===== config.mk =====
export PLATFORM = sky130hd
export DESIGN_NAME = rom_loader
export DESIGN_NICKNAME = d
export VERILOG_FILES = /design/src/rom_load_pkg.sv /design/src/rom_header_regs.sv /design/src/rom_region_map.sv /design/src/prog_write_ctrl.sv /design/src/nvram_dump_port.sv /design/src/rom_loader.sv
export SDC_FILE = /design/constraint.sdc
export NUM_CORES = 1
export LEC_CHECK = 0
export ABC_AREA = 0
export BUFFER_PORTS_ARGS = -buffer_cell sky130_fd_sc_hd__buf_4
export CAP_MARGIN = 30
export CORE_MARGIN = 2
export CORE_UTILIZATION = 25
export CTS_CLUSTER_SIZE = 8
export DETAILED_ROUTE_END_ITERATION = 7
export GPL_ROUTABILITY_DRIVEN = 1
export MAX_ROUTING_LAYER = met4
export PLACE_DENSITY = 0.38
export SLEW_MARGIN = 0
export SYNTH_ARGS = -nofsm -noshare
export SYNTH_HDL_FRONTEND = slang
export SYNTH_SLANG_ARGS = --single-unit

===== constraint.sdc =====
create_clock -name clk -period 9.1 [get_ports clk]
set_input_delay 1.82 -clock clk [delete_from_list [all_inputs] [get_ports clk]]
set_output_delay 1.82 -clock clk [all_outputs]
set_load 0.05 [all_outputs]

===== src/rom_load_pkg.sv =====
// rom loader package: shared widths, region codes, write FSM states and header layout
package rom_load_pkg;

    typedef logic [7:0]  byte_t;        // one download byte
    typedef logic [15:0] word_t;        // sdram word, region start in 1 KB units
    typedef logic [24:0] load_addr_t;   // download byte address, up to 32 MB
    typedef logic [21:0] sdram_addr_t;  // sdram word address
    typedef logic [2:0]  region_t;

    // region codes
    localparam region_t REGION_HDR  = 3'd0;
    localparam region_t REGION_CPU  = 3'd1;
    localparam region_t REGION_SND  = 3'd2;
    localparam region_t REGION_PCM  = 3'd3;
    localparam region_t REGION_GFX  = 3'd4;
    localparam region_t REGION_OVER = 3'd5;  // past the end start, load is done

    // program write FSM
    typedef enum logic {
        IDLE,
        WAIT_ACK
    } wr_state_t;

    // header layout
    localparam load_addr_t HEADER_BYTES = 25'd64;  // full header length
    localparam load_addr_t START_BYTES  = 25'd8;   // four 16-bit region starts
    localparam load_addr_t JOY_BYTE     = 25'd40;  // joystick mode byte

    // xor contribution of each data bit to the decrypted byte
    // bits 3 and 7 contribute when they are clear
    localparam byte_t DECRYPT_MASK [0:7] = '{
        8'h04,  // bit 0
        8'h21,  // bit 1
        8'h01,  // bit 2
        8'h50,  // bit 3, inverted
        8'h40,  // bit 4
        8'h06,  // bit 5
        8'h08,  // bit 6
        8'h88   // bit 7, inverted
    };

endpackage


===== src/rom_header_regs.sv =====
// header register block: captures the region starts and decoded config fields
`timescale 1ns/10ps

module rom_header_regs
    import rom_load_pkg::*;
#(
    parameter int unsigned CFG_BYTE = 39  // byte with decrypt flag and key bit
) (
    input  logic       clk,
    input  logic       rst,
    input  logic       downloading,
    input  logic       hdr_wr,
    input  load_addr_t hdr_addr,
    input  byte_t      hdr_data,
    output word_t      snd_start,
    output word_t      pcm_start,
    output word_t      gfx_start,
    output word_t      end_start,
    output logic       decrypt,
    output logic       key_bit,
    output logic [1:0] joymode
);

    byte_t start_bytes [0:7];  // header bytes 0 to 7, low byte first

    logic start_wr;
    logic cfg_hit;
    logic joy_hit;

    assign start_wr = hdr_wr && (hdr_addr < START_BYTES);
    assign cfg_hit  = hdr_wr && (hdr_addr == load_addr_t'(CFG_BYTE));
    assign joy_hit  = hdr_wr && (hdr_addr == JOY_BYTE);

    always_ff @(posedge clk) begin
        if (rst) begin
            for (int i = 0; i < 8; i++) begin
                start_bytes[i] <= '0;
            end
        end else if (start_wr) begin
            start_bytes[hdr_addr[2:0]] <= hdr_data;
        end
    end

    assign snd_start = {start_bytes[1], start_bytes[0]};
    assign pcm_start = {start_bytes[3], start_bytes[2]};
    assign gfx_start = {start_bytes[5], start_bytes[4]};
    assign end_start = {start_bytes[7], start_bytes[6]};

    // decoded configuration fields
    always_ff @(posedge clk) begin
        if (rst) begin
            decrypt <= 1'b0;
            key_bit <= 1'b0;
            joymode <= 2'b00;
        end else begin
            if (!downloading) begin
                decrypt <= 1'b0;                 // flag only lives during a load
            end else if (cfg_hit) begin
                decrypt <= hdr_data[7];
                key_bit <= hdr_data[6];
            end
            if (joy_hit) begin
                joymode <= hdr_data[1:0];
            end
        end
    end

endmodule


===== src/rom_region_map.sv =====
// region map: sorts bulk bytes into regions, rebases them and decrypts upper cpu bytes
`timescale 1ns/10ps

module rom_region_map
    import rom_load_pkg::*;
#(
    parameter sdram_addr_t CPU_OFFSET = 22'h0,
    parameter sdram_addr_t SND_OFFSET = 22'h0,
    parameter sdram_addr_t PCM_OFFSET = 22'h0,
    parameter sdram_addr_t GFX_OFFSET = 22'h0
) (
    input  load_addr_t  ioctl_addr,
    input  byte_t       ioctl_data,
    input  word_t       snd_start,
    input  word_t       pcm_start,
    input  word_t       gfx_start,
    input  word_t       end_start,
    input  logic        decrypt,
    input  logic        key_bit,
    output region_t     region,
    output sdram_addr_t map_addr,
    output logic [1:0]  map_ba,
    output byte_t       map_data
);

    // bits 3 and 7 add their mask when low
    localparam byte_t DECRYPT_INV = 8'h88;

    load_addr_t  bulk_addr;   // address with the header removed
    word_t       bulk_kb;     // bulk address in 1 KB units
    load_addr_t  region_base;
    load_addr_t  rel_addr;
    sdram_addr_t region_off;
    logic        do_decrypt;
    byte_t       dec_data;

    assign bulk_addr = ioctl_addr - HEADER_BYTES;
    assign bulk_kb   = {1'b0, bulk_addr[24:10]};

    // starts are checked in order, end start closes the download
    always_comb begin
        if (ioctl_addr < HEADER_BYTES) begin
            region = REGION_HDR;
        end else if (bulk_kb < snd_start) begin
            region = REGION_CPU;
        end else if (bulk_kb < pcm_start) begin
            region = REGION_SND;
        end else if (bulk_kb < gfx_start) begin
            region = REGION_PCM;
        end else if (bulk_kb < end_start) begin
            region = REGION_GFX;
        end else begin
            region = REGION_OVER;
        end
    end

    // rebase and bank per region
    always_comb begin
        case (region)
            REGION_CPU: begin
                region_base = '0;                       // cpu starts right after header
                region_off  = CPU_OFFSET;
                map_ba      = 2'd0;
            end
            REGION_SND: begin
                region_base = {snd_start[14:0], 10'd0};
                region_off  = SND_OFFSET;
                map_ba      = 2'd1;
            end
            REGION_PCM: begin
                region_base = {pcm_start[14:0], 10'd0};
                region_off  = PCM_OFFSET;
                map_ba      = 2'd1;                     // shares bank with sound
            end
            REGION_GFX: begin
                region_base = {gfx_start[14:0], 10'd0};
                region_off  = GFX_OFFSET;
                map_ba      = 2'd3;
            end
            default: begin
                region_base = '0;
                region_off  = '0;
                map_ba      = 2'd0;
            end
        endcase
    end

    assign rel_addr = bulk_addr - region_base;
    assign map_addr = rel_addr[22:1] + region_off;  // byte to word address

    // bit-wise xor decryption of the upper cpu half
    always_comb begin
        dec_data = '0;
        for (int i = 0; i < 8; i++) begin
            if (ioctl_data[i] ^ DECRYPT_INV[i]) begin
                dec_data = dec_data ^ DECRYPT_MASK[i];
            end
        end
    end

    assign do_decrypt = (region == REGION_CPU) && bulk_addr[19] && decrypt
                        && (bulk_addr[0] ^ key_bit);

    assign map_data = do_decrypt ? dec_data : ioctl_data;

endmodule


===== src/prog_write_ctrl.sv =====
// program write control: byte handshake, sdram write stage, config pulse and busy flag
`timescale 1ns/10ps

module prog_write_ctrl
    import rom_load_pkg::*;
(
    input  logic        clk,
    input  logic        rst,
    input  logic        downloading,
    input  logic        ioctl_valid,
    output logic        ioctl_ready,
    input  load_addr_t  ioctl_addr,
    input  byte_t       ioctl_data,
    input  logic        ioctl_ram,
    input  region_t     region,
    input  sdram_addr_t map_addr,
    input  logic [1:0]  map_ba,
    input  byte_t       map_data,
    output sdram_addr_t prog_addr,
    output word_t       prog_data,
    output logic [1:0]  prog_mask,   // active low
    output logic [1:0]  prog_ba,
    output logic        prog_we,
    input  logic        prog_rdy,
    output logic        hdr_wr,
    output logic        cfg_we,
    output logic [5:0]  cfg_addr,
    output byte_t       cfg_data,
    output logic        dump_wr,
    output logic        dwnld_busy
);

    wr_state_t state;

    logic accept;
    logic rom_acc;    // accepted byte belongs to the rom image
    logic bulk_acc;
    logic cfg_acc;

    assign ioctl_ready = (state == IDLE);  // held off while a write waits
    assign accept      = ioctl_valid && ioctl_ready;

    assign rom_acc  = accept && !ioctl_ram;
    assign dump_wr  = accept && ioctl_ram;
    assign hdr_wr   = rom_acc && (region == REGION_HDR);
    assign cfg_acc  = hdr_wr && (ioctl_addr >= START_BYTES);
    assign bulk_acc = rom_acc && (region != REGION_HDR) && (region != REGION_OVER);

    // write FSM, one sdram write per bulk byte
    always_ff @(posedge clk) begin
        if (rst) begin
            state   <= IDLE;
            prog_we <= 1'b0;
        end else begin
            case (state)
                IDLE: begin
                    if (bulk_acc) begin
                        state   <= WAIT_ACK;
                        prog_we <= 1'b1;
                    end
                end
                WAIT_ACK: begin
                    if (prog_rdy) begin
                        state   <= IDLE;
                        prog_we <= 1'b0;
                    end
                end
                default: begin
                    state   <= IDLE;
                    prog_we <= 1'b0;
                end
            endcase
        end
    end

    // write payload, held while the FSM waits
    always_ff @(posedge clk) begin
        if (bulk_acc) begin
            prog_addr <= map_addr;
            prog_data <= {2{map_data}};                       // byte on both lanes
            prog_mask <= ioctl_addr[0] ? 2'b01 : 2'b10;
            prog_ba   <= map_ba;
        end
    end

    // config write port
    always_ff @(posedge clk) begin
        if (rst) begin
            cfg_we <= 1'b0;
        end else begin
            cfg_we <= cfg_acc;  // single cycle pulse
        end
    end

    always_ff @(posedge clk) begin
        if (cfg_acc) begin
            cfg_addr <= ioctl_addr[5:0];
            cfg_data <= ioctl_data;
        end
    end

    // busy from byte 0 until the load is over
    always_ff @(posedge clk) begin
        if (rst || !downloading) begin
            dwnld_busy <= 1'b0;
        end else if (rom_acc && (ioctl_addr == '0)) begin
            dwnld_busy <= 1'b1;
        end else if (rom_acc && (region == REGION_OVER)) begin
            dwnld_busy <= 1'b0;
        end
    end

endmodule


===== src/nvram_dump_port.sv =====
// nvram dump bridge: packs 8-bit dump bytes into 16-bit words and reads bytes back
`timescale 1ns/10ps

module nvram_dump_port
    import rom_load_pkg::*;
#(
    parameter int NVRAM_AW = 7  // nvram word address width
) (
    input  logic                clk,
    input  logic                rst,
    input  logic                dump_wr,
    input  load_addr_t          ioctl_addr,
    input  byte_t               ioctl_data,
    output logic [NVRAM_AW-1:0] dump_addr,
    output word_t               dump_din,
    output logic                dump_we,
    input  word_t               dump_dout,
    output byte_t               ioctl_data2sd
);

    // word address follows the byte address one cycle late,
    // so it lines up with the write pulse
    always_ff @(posedge clk) begin
        dump_addr <= ioctl_addr[NVRAM_AW:1];
    end

    always_ff @(posedge clk) begin
        if (dump_wr) begin
            if (ioctl_addr[0]) begin
                dump_din[15:8] <= ioctl_data;  // odd byte, upper lane
            end else begin
                dump_din[7:0] <= ioctl_data;
            end
        end
    end

    always_ff @(posedge clk) begin
        if (rst) begin
            dump_we <= 1'b0;
        end else begin
            dump_we <= dump_wr;
        end
    end

    // read back lane
    assign ioctl_data2sd = ioctl_addr[0] ? dump_dout[15:8] : dump_dout[7:0];

endmodule


===== src/rom_loader.sv =====
// rom loader top: download front end filling program sdram, config and nvram
`timescale 1ns/10ps

module rom_loader
    import rom_load_pkg::*;
#(
    parameter sdram_addr_t CPU_OFFSET = 22'h0,
    parameter sdram_addr_t SND_OFFSET = 22'h0,
    parameter sdram_addr_t PCM_OFFSET = 22'h0,
    parameter sdram_addr_t GFX_OFFSET = 22'h0,
    parameter int unsigned CFG_BYTE   = 39,
    parameter int          NVRAM_AW   = 7
) (
    input  logic                clk,
    input  logic                rst,
    input  logic                downloading,
    // byte stream
    input  load_addr_t          ioctl_addr,
    input  byte_t               ioctl_data,
    input  logic                ioctl_ram,
    input  logic                ioctl_valid,
    output logic                ioctl_ready,
    output byte_t               ioctl_data2sd,
    // program sdram
    output sdram_addr_t         prog_addr,
    output word_t               prog_data,
    output logic [1:0]          prog_mask,
    output logic [1:0]          prog_ba,
    output logic                prog_we,
    input  logic                prog_rdy,
    // game configuration
    output logic                cfg_we,
    output logic [5:0]          cfg_addr,
    output byte_t               cfg_data,
    output logic [1:0]          joymode,
    output logic                dwnld_busy,
    // nvram
    output logic [NVRAM_AW-1:0] dump_addr,
    output word_t               dump_din,
    output logic                dump_we,
    input  word_t               dump_dout
);

    word_t       snd_start;
    word_t       pcm_start;
    word_t       gfx_start;
    word_t       end_start;
    logic        decrypt;
    logic        key_bit;
    logic        hdr_wr;
    logic        dump_wr;
    region_t     region;
    sdram_addr_t map_addr;
    logic [1:0]  map_ba;
    byte_t       map_data;

    rom_header_regs #(
        .CFG_BYTE (CFG_BYTE)
    ) u_header_regs (
        .clk         (clk),
        .rst         (rst),
        .downloading (downloading),
        .hdr_wr      (hdr_wr),
        .hdr_addr    (ioctl_addr),
        .hdr_data    (ioctl_data),
        .snd_start   (snd_start),
        .pcm_start   (pcm_start),
        .gfx_start   (gfx_start),
        .end_start   (end_start),
        .decrypt     (decrypt),
        .key_bit     (key_bit),
        .joymode     (joymode)
    );

    rom_region_map #(
        .CPU_OFFSET (CPU_OFFSET),
        .SND_OFFSET (SND_OFFSET),
        .PCM_OFFSET (PCM_OFFSET),
        .GFX_OFFSET (GFX_OFFSET)
    ) u_region_map (
        .ioctl_addr (ioctl_addr),
        .ioctl_data (ioctl_data),
        .snd_start  (snd_start),
        .pcm_start  (pcm_start),
        .gfx_start  (gfx_start),
        .end_start  (end_start),
        .decrypt    (decrypt),
        .key_bit    (key_bit),
        .region     (region),
        .map_addr   (map_addr),
        .map_ba     (map_ba),
        .map_data   (map_data)
    );

    prog_write_ctrl u_write_ctrl (
        .clk         (clk),
        .rst         (rst),
        .downloading (downloading),
        .ioctl_valid (ioctl_valid),
        .ioctl_ready (ioctl_ready),
        .ioctl_addr  (ioctl_addr),
        .ioctl_data  (ioctl_data),
        .ioctl_ram   (ioctl_ram),
        .region      (region),
        .map_addr    (map_addr),
        .map_ba      (map_ba),
        .map_data    (map_data),
        .prog_addr   (prog_addr),
        .prog_data   (prog_data),
        .prog_mask   (prog_mask),
        .prog_ba     (prog_ba),
        .prog_we     (prog_we),
        .prog_rdy    (prog_rdy),
        .hdr_wr      (hdr_wr),
        .cfg_we      (cfg_we),
        .cfg_addr    (cfg_addr),
        .cfg_data    (cfg_data),
        .dump_wr     (dump_wr),
        .dwnld_busy  (dwnld_busy)
    );

    nvram_dump_port #(
        .NVRAM_AW (NVRAM_AW)
    ) u_dump_port (
        .clk           (clk),
        .rst           (rst),
        .dump_wr       (dump_wr),
        .ioctl_addr    (ioctl_addr),
        .ioctl_data    (ioctl_data),
        .dump_addr     (dump_addr),
        .dump_din      (dump_din),
        .dump_we       (dump_we),
        .dump_dout     (dump_dout),
        .ioctl_data2sd (ioctl_data2sd)
    );

endmodule


# Word-level counts from Yosys, hierarchy flattened
# Memory sizes are Yosys's and may differ from the RTL's.
# Cells that the tools add are included.
# Widths: inputs -> output; s select.
classes:
  addsub: 2
  order_cmp: 7
  n_eq_ne: 10
  mux: 34
  bitwise_logic: 11
  reduce_logical: 29
ops:
  columns: ["cell", "count"]
  rows:
  - ["$pmux 23 s3", 1]
  - ["$lt 15x16->1", 4]
  - ["$eq 25x6->1 const B", 2]
  - ["$mux 8", 4]
  - ["$ge 25x4->1 const B", 1]
  - ["$logic_not 25->1", 1]
  - ["$lt 25x4->1 const B", 1]
  - ["$lt 25x7->1 const B", 1]
  - ["$sub 25x7->25 const B", 1]
  - ["$sub 23x23->23", 1]
  - ["$mux 3", 7]
  - ["$logic_and 1x1->1", 15]
  - ["$mux 1", 14]
  - ["$mux 7", 2]
  - ["$reduce_and 2->1", 4]
  - ["$reduce_or 8->1", 1]
  - ["$eq 3x2->1 const B", 2]
  - ["$eq 3x3->1 const B", 2]
  - ["$mux 6", 1]
  - ["$not 1->1", 6]
  - ["$not 1->2", 3]
  - ["$mux 4", 1]
  - ["$ne 2x2->1 const B", 2]
  - ["$pmux 1 s2", 2]
  - ["other kinds (12)", 14]
word_totals:
  register_bits: 88
  mem_bits_rw: 64
  input_bits: 55
  output_inout_bits: 94
  elab_cells: 111
  n_memories: 1
mem_list:
  columns: ["name", "depth", "word_bits", "rd", "rd_clocked_by_memory_dff", "write_ports", "line_no", "source"]
  rows:
  - ["u_header_regs.start_bytes", 8, 8, 8, 0, 8, "rom_header_regs.sv:24", "byte_t start_bytes [0:7];"]

# Longest topological paths before layout
# Gate-level depths: netlist of run 1.
depth:
  ltp_word: 15
  depth_mapped: 26
  depth_no_buf: 26

# Cells and area by module
# From an unflattened synthesis of run 1, not the netlist that was laid out.
unflattened:
  hier_cells: 708
  area_unflattened_um2: 8174.1
modules_own_cells:
  columns: ["mod", "instances", "cells_per_inst", "area_each_um2", "seq_area_each_um2"]
  rows:
  - ["rom_region_map", 1, 378, 2819.0, 0.0]
  - ["rom_header_regs", 1, 206, 2785.2, 2001.9]
  - ["prog_write_ctrl", 1, 88, 1775.5, 1521.5]
  - ["nvram_dump_port", 1, 36, 794.5, 640.6]

# Least setup slack after synthesis of run 1
# Ideal clock, no wire load.
synth_timing:
  path_type: "input to register"
  startpoint: "in ioctl_addr[18]"
  endpoint: "reg u_write_ctrl.prog_addr[21], data pin"
  setup_ps: 270
  arrival_time_ps: 7335
  required_ps: 8830
  setup_slack_ps: 1496
  stages: 22
  n_path_buf: 1
  cell_sequence: "or4_4 -> or3_1 -> nand2b_1 -> nor3_1 -> xor2_1 -> ha_1 -> nand2_1 -> or3_1 -> o31ai_1 -> nand3_1 -> nor3b_1 -> clkbuf_1 -> a222oi_1 -> fa_1 -> a21oi_1 -> o21ai_0 -> or4_1 -> a31oi_1 -> nor2b_1 -> o21ai_0 -> a21oi_1 -> xor3_1"
synth_via:
  elab_chain_cells: 10
  word_cells_on_any_way: 16
  classes_between: "add/sub (2); order compare (5); eq/ne (3); mux (6)"
synth_rtl:
  columns: ["item", "line_no", "source"]
  rows:
  - ["start, declared", "rom_loader.sv:18", "input load_addr_t ioctl_addr,"]
  - ["$sub 25x7->25", "rom_region_map.sv:37", "assign bulk_addr = ioctl_addr - HEADER_BYTES;"]
  - ["$lt 15x16->1", "rom_region_map.sv:50", "end else if (bulk_kb < end_start) begin"]
  - ["$mux 1", "rom_region_map.sv:50", null]
  - ["$mux 3", "rom_region_map.sv:48", "end else if (bulk_kb < gfx_start) begin"]
  - ["$mux 3", "rom_region_map.sv:46", "end else if (bulk_kb < pcm_start) begin"]
  - ["$mux 3", "rom_region_map.sv:44", "end else if (bulk_kb < snd_start) begin"]
  - ["$mux 3", "rom_region_map.sv:42", "if (ioctl_addr < HEADER_BYTES) begin"]
  - ["$eq 3x3->1 or $eq 3x2->1 (tied branches)", "rom_region_map.sv:59", "case (region)"]
  - ["$pmux 23 s3", "rom_region_map.sv:59", null]
  - ["$sub 23x23->23 *", "rom_region_map.sv:88", "assign rel_addr = bulk_addr - region_base;"]
  - ["via map_addr[21]", "rom_loader.sv:53", "sdram_addr_t map_addr;"]
  - ["end signal, assigned", "prog_write_ctrl.sv:79", "prog_addr <= map_addr;"]
  - ["end, declared", "prog_write_ctrl.sv:19", "output sdram_addr_t prog_addr,"]
# Mark *: on every way through the listed nets, which the timed path passes. The rest lies on a longest branch.
# A chain may end at the register's enable or synchronous reset.

# Worst setup path after layout of run 1
# Ends and elaborated chain as after synthesis.

==> results of run 1 <==
cell usage after synthesis, drive strengths merged, types with 6 or more instances:
cell / n / share of area (%)
dfxtp: 16 / 4.1
edfxtp: 128 / 50
buf: 12 / 1.1
nand3: 13 / 0.84
a21o: 12 / 1.2
xor2: 12 / 1.4
or2: 11 / 0.89
and3: 6 / 0.48
clkbuf: 11 / 0.55
a21oi: 29 / 1.9
nor4: 6 / 0.56
nor3: 22 / 1.6
nand2b: 9 / 0.73
mux2: 12 / 1.7
inv: 73 / 3.5
a222oi: 11 / 1.4
nor2: 32 / 1.8
ha: 69 / 11
or3: 8 / 0.65
nand2: 19 / 0.92
o21ai: 12 / 0.77
xnor2: 19 / 2.1
and2: 58 / 4.7
critical path, delay by kind of cell:
family | cells | cell delay, ns
AND/OR/NAND/NOR | 10 | 3.08
XOR/XNOR | 2 | 0.45
adder cells (fa/ha/maj) | 3 | 0.84
buffers and inverters | 3 | 0.35
AO/OA/AOI/OAI | 7 | 1.83
sequential cells by signal, indices dropped and copies added, names as in the netlist, 2 cells and up:
signal / cells
u_write_ctrl.prog_mask: 2
u_header_regs.start_bytes: 64
u_write_ctrl.prog_addr: 22
u_header_regs.joymode: 2
u_dump_port.dump_addr: 7
u_write_ctrl.prog_ba: 2
u_write_ctrl.cfg_addr: 6
u_write_ctrl.prog_data: 8
u_dump_port.dump_din: 16
u_write_ctrl.cfg_data: 8
final timing paths:
kind         depth (start not counted)                             from  slack (ns)                          to
max reg2reg                         19  u_header_regs.start_bytes[3][4]        3.54  u_write_ctrl.prog_addr[21]
min                                  2             u_write_ctrl.prog_we        0.48        u_write_ctrl.prog_we
max                                 25                   ioctl_addr[18]        0.91  u_write_ctrl.prog_addr[21]
min reg2reg                          2             u_write_ctrl.prog_we        0.48        u_write_ctrl.prog_we
routing by layer:
layer,vias to the layer above,GRT usage [%],wire length (µm)
met3,23,4.426,1587
li1,2703,-,-
met4,0,4.645,449
met2,194,22.81,10360
met1,2713,20.58,11550
met5,-,-,0
power by group through the flow:
stage	registers, µW	clock network, µW	logic (µW)
2_1_floorplan	816	0	137
3_3_place_gp	776	0	285
3_5_place_dp	776	0	288
4_1_cts	762	712	289
5_1_grt	764	742	313
6_report	762	693	286
stage by stage:
stage	std cells	setup slack (ns)	utilization, %
2_1_floorplan	657	1.496	-
3_5_place_dp	1196	0.4844	30.65
4_1_cts	1228	0.9670	32.54
6_report	1229	0.9060	32.55
3_3_place_gp	1195	0.6120	30.64
5_1_grt	1229	0.4594	32.55
cell type report:
| class | count | area, µm² |
|---|---|---|
| diodes | 1 | 2.502 |
| clock buffers | 18 | 429.2 |
| clock inverters | 14 | 148.9 |
| fillers | 3112 | 20630 |
| inverters | 73 | 274.0 |
| multi-input cells | 417 | 3199 |
| flip-flops and latches | 144 | 4164 |
| well taps | 396 | 495.5 |
| repair buffers | 166 | 1244 |
kinds of logic (layout without fill, tap and decap cells):
group | count (synthesis) | after routing | share of synthesized area, %
multiplexers | 16 | 16 | 2.258
XOR/XNOR | 32 | 32 | 3.806
other | 0 | 1 | 0
buffers and inverters | 96 | 271 | 5.160
AND/OR/NAND/NOR | 205 | 205 | 15.22
adder cells (fa/ha/maj) | 70 | 70 | 11.39
flip-flops | 144 | 144 | 53.67
AO/OA/AOI/OAI | 94 | 94 | 8.499
==> impl_metrics.tcl, run 1 <==
set metrics [dict create \
    status "complete, no violations" \
    die_w_um 180.2 \
    slew_headroom_pct 50.39 \
    antenna_found_initial 1 \
    final_common_cell "buf_4" \
    hold_ws_ns 0.4826 \
    synth_seq_cells 144 \
    grt_max_degree 32 \
    synthCells 657 \
    most-common-layout-cells "buf_4, edfxtp_1, inv_1" \
    gp_congestion 0.8153 \
    cts_setup_buffers 0 \
    cts_htree_levels 4 \
    design.core.area_mm2 0.03059 \
    cpMaxStageDelayCell "nor3b_1" \
    rows 64 \
    clockPowerShare_pct 39.8 \
    cts.path.max_buffers 2 \
    p_switching_uw 501.5 \
    synth_fp_nets 782 \
    ctsResizeCount 0 \
    grt.total_usage_pct 15.47 \
    comb_power_share_pct 16.4 \
    synth-main-ff-cell "edfxtp_1" \
    final-max-slew-violation-count 0 \
    tightest_slew_ns 0.7414 \
    hpwl_um 18870 \
    final_area_mm2 0.009957 \
    final_hold_viol_count 0 \
    place.port_buffers 148 \
    clock_latency_ns 0.42 \
    critPathCaptureType "flop" \
    numCtsBuffers 17 \
    yosysWarnings 0 \
    grt_setup_unrepaired "no" \
    netSwitchingFraction_pct 28.82 \
    drive_above_1_share_pct 27.28 \
    die_area_mm2 0.03246 \
    grt_pass1_vias 5908 \
    clkSinkCount 144 \
    ys_types 64 \
    die_h_um 180.2 \
    drt_iter0_markers 262 \
    drtAntennaViolNets 0 \
    synthArstFlopShare_pct 0 \
    ys_seq_area_share_pct 53.67 \
    grt-ovfl-total 0 \
    required_ns 9.27 \
    drt-total-wl_um 23950 \
    avgViaCountPerCell 4.583 \
    post_drt_wl_per_cell_um 19.49 \
    synth_edf_count 128 \
    syn_area_mm2 0.007759 \
    firstDrtPassIters 6 \
    syn2layout_area_growth_pct 28.33 \
    power.leakage_uw 0.004106 \
    crit_fanout 5 \
    finClkSkew_ns 0.01084 \
    hold_path_class "reg -> reg" \
    cp-start-kind "input pin" \
    setup_viol 0 \
    setup.worst_path.class "in -> reg" \
    post-route-period-util_pct 90.04 \
    clk_pin_slew_ns 0.07 \
    power_uw 1740 \
    internal_power_uw 1239 \
    io_pins 149 \
    dpl_cell_area_mm2 0.009376 \
    fmax_ghz 0.1220 \
    initial_utilization_pct 25.36 \
    cts_tree "built" \
    syn_avg_cell_area_um2 11.81 \
    cp.arrival_ns 8.36 \
    drc 0 \
    final_nets 944 \
    cts_root_buf "clkbuf_16" \
    critPathMaxStageDelay_ns 0.57 \
    drv_cap 0 \
    grt_pass1_wl_um 36600 \
    vdd_drop_max_uv 92.57 \
    vias 5633 \
    fin_tns_setup_ns 0 \
    seq_power_share_pct 43.8 \
    fin_crit_ns 8.194 \
    cts_hold_buf 0 \
    power_density_mw_per_mm2 174.8 \
]
Power figures use the tool's default switching activity.
==> run 2, diff against run 1 <==
--- a/config.mk
+++ b/config.mk
@@ -8,6 +8,7 @@
 export ABC_AREA = 0
 export BUFFER_PORTS_ARGS = -buffer_cell sky130_fd_sc_hd__buf_4
 export CAP_MARGIN = 30
+export CORE_ASPECT_RATIO = 1.1
 export CORE_MARGIN = 2
 export CORE_UTILIZATION = 25
 export CTS_CLUSTER_SIZE = 8
==> impl_metrics.tcl, run 2 (synthesized netlist as in run 1, its figures left out) <==
set metrics [dict create \
    crit_fanout 5 \
    post_drt_wl_per_cell_um 19.20 \
    final_area_mm2 0.01002 \
    grt-ovfl-total 0 \
    grt_pass1_wl_um 35990 \
    fmax_ghz 0.1218 \
    reg.largest.list "u_header_regs.start_bytes (64), u_write_ctrl.prog_addr (22), u_dump_port.dump_din (16)" \
    clkSinkCount 144 \
    initial_utilization_pct 25.43 \
    tightest_slew_ns 0.7892 \
    die_w_um 172.0 \
    clockPowerShare_pct 41.7 \
    final-max-slew-violation-count 0 \
    design.core.area_mm2 0.03051 \
    most-common-layout-cells "buf_4, edfxtp_1, inv_1" \
    hpwl_um 18790 \
    cts_tree "built" \
    status "complete, no violations" \
    required_ns 9.27 \
    ctsResizeCount 0 \
    post-route-period-util_pct 90.23 \
    place.port_buffers 148 \
    slew_headroom_pct 47.01 \
    worstHoldStart "u_write_ctrl.prog_we" \
    seq_power_share_pct 42.3 \
    antenna_found_initial 0 \
    finClkSkew_ns 0.01018 \
    cts_hold_buf 0 \
    syn2layout_area_growth_pct 29.17 \
    final_common_cell "buf_4" \
    worst-r2r-cell-count 19 \
    fin_tns_setup_ns 0 \
    final_hold_viol_count 0 \
    firstDrtPassIters 5 \
    clk_pin_slew_ns 0.07 \
    numCtsBuffers 17 \
    diodes 0 \
    drt-total-wl_um 23900 \
    io_pins 149 \
    rows 67 \
    regMostFlops "u_header_regs.start_bytes" \
    clock_latency_ns 0.43 \
    dpl_cell_area_mm2 0.009398 \
    drv_cap 0 \
    min_to "u_write_ctrl.prog_we" \
    cp.arrival_ns 8.39 \
    die_h_um 188.8 \
    grt_pass1_vias 5842 \
    drive_above_1_share_pct 27.32 \
    hold_path_class "reg -> reg" \
    drtAntennaViolNets 0 \
    drc 0 \
    internal_power_uw 1294 \
    p_switching_uw 504.7 \
    setup_viol 0 \
    cts_root_buf "clkbuf_16" \
    final_nets 943 \
    reg2reg_slack_ns 3.53 \
    hold_ws_ns 0.4789 \
    avgViaCountPerCell 4.479 \
    drt_iter0_markers 401 \
    cts_htree_levels 4 \
    netSwitchingFraction_pct 28.07 \
    grt_setup_unrepaired "no" \
    holdPathStages 2 \
    fin_crit_ns 8.211 \
    cp-start-kind "input pin" \
    r2r_start "u_header_regs.start_bytes[3][4]" \
    largest_reg_flops 64 \
    grt_max_degree 20 \
    power.leakage_uw 0.004120 \
    cts_setup_buffers 0 \
    comb_power_share_pct 16.0 \
    cts.path.max_buffers 2 \
    grt.total_usage_pct 15.81 \
    gp_congestion 0.8789 \
    die_area_mm2 0.03246 \
    timing.rr.end "u_write_ctrl.prog_addr[21]" \
    vdd_drop_max_uv 85.41 \
    vias 5576 \
    power_density_mw_per_mm2 179.4 \
    critPathCaptureType "flop" \
    setup.worst_path.class "in -> reg" \
]
## run 2: worst max-delay path by stage
stage	startpoint	end	slack, ns	cells past startpoint
2_1_floorplan	ioctl_addr[18]	u_write_ctrl.prog_addr[21]	1.50	22
3_3_place_gp	ioctl_addr[18]	u_write_ctrl.prog_addr[21]	0.55	24
3_5_place_dp	ioctl_addr[18]	u_write_ctrl.prog_addr[21]	0.43	24
6_report	ioctl_addr[18]	u_write_ctrl.prog_addr[21]	0.89	24
4_1_cts	ioctl_addr[12]	u_write_ctrl.prog_addr[21]	0.86	23
5_1_grt	ioctl_addr[12]	u_write_ctrl.prog_addr[21]	0.39	23
## run 2: power groups by stage
stage          sequential (µW)  clock [µW]  combinational, µW
3_5_place_dp               775           0                290
4_1_cts                    761         770                291
3_3_place_gp               775           0                287
6_report                   760         750                288
2_1_floorplan              816           0                137
5_1_grt                    763         797                315
## run 2: critical path, cell delays in order
cell,delay (ns)
buf_4,0.12
or4_4,0.55
or3_1,0.38
nand2b_1,0.21
nor3_1,0.19
xor2_1,0.42
ha_1,0.24
nand2_1,0.05
or3_1,0.35
o31ai_1,0.52
nand3_1,0.24
nor3b_1,0.55
a221o_1,0.25
ha_1,0.13
inv_1,0.06
fa_1,0.40
a21oi_1,0.22
o21ai_0,0.17
or4_1,0.43
a31oi_1,0.29
nor2b_1,0.08
o21ai_0,0.22
a21oi_1,0.12
xor3_1,0.36
## run 2: stage by stage
step	instances	util, %	power (µW)	setup slack (ns)
floorplan	657	-	953.1	1.496
global placement	1212	30.76	1062	0.5526
detailed placement	1213	30.80	1065	0.4347
CTS	1245	32.84	1822	0.8614
global route	1245	32.84	1875	0.3923
finish	1245	32.84	1798	0.8890
## run 2: cell type report
type / count / area (µm²)
well taps: 414 / 518.0
clock buffers: 17 / 425.4
fillers: 3127 / 20490
multi-input cells: 417 / 3199
repair buffers: 165 / 1242
flip-flops and latches: 144 / 4164
clock inverters: 15 / 198.9
inverters: 73 / 274.0
## run 2: layer usage
metal	global-route usage (%)	share of wire [%]	up-vias	wire, µm
met1	21.05	48	2668	11380
met4	4.913	1.6	0	374
met5	-	0	-	0
met3	4.075	6.1	20	1447
met2	23.54	45	186	10700
li1	-	-	2702	-
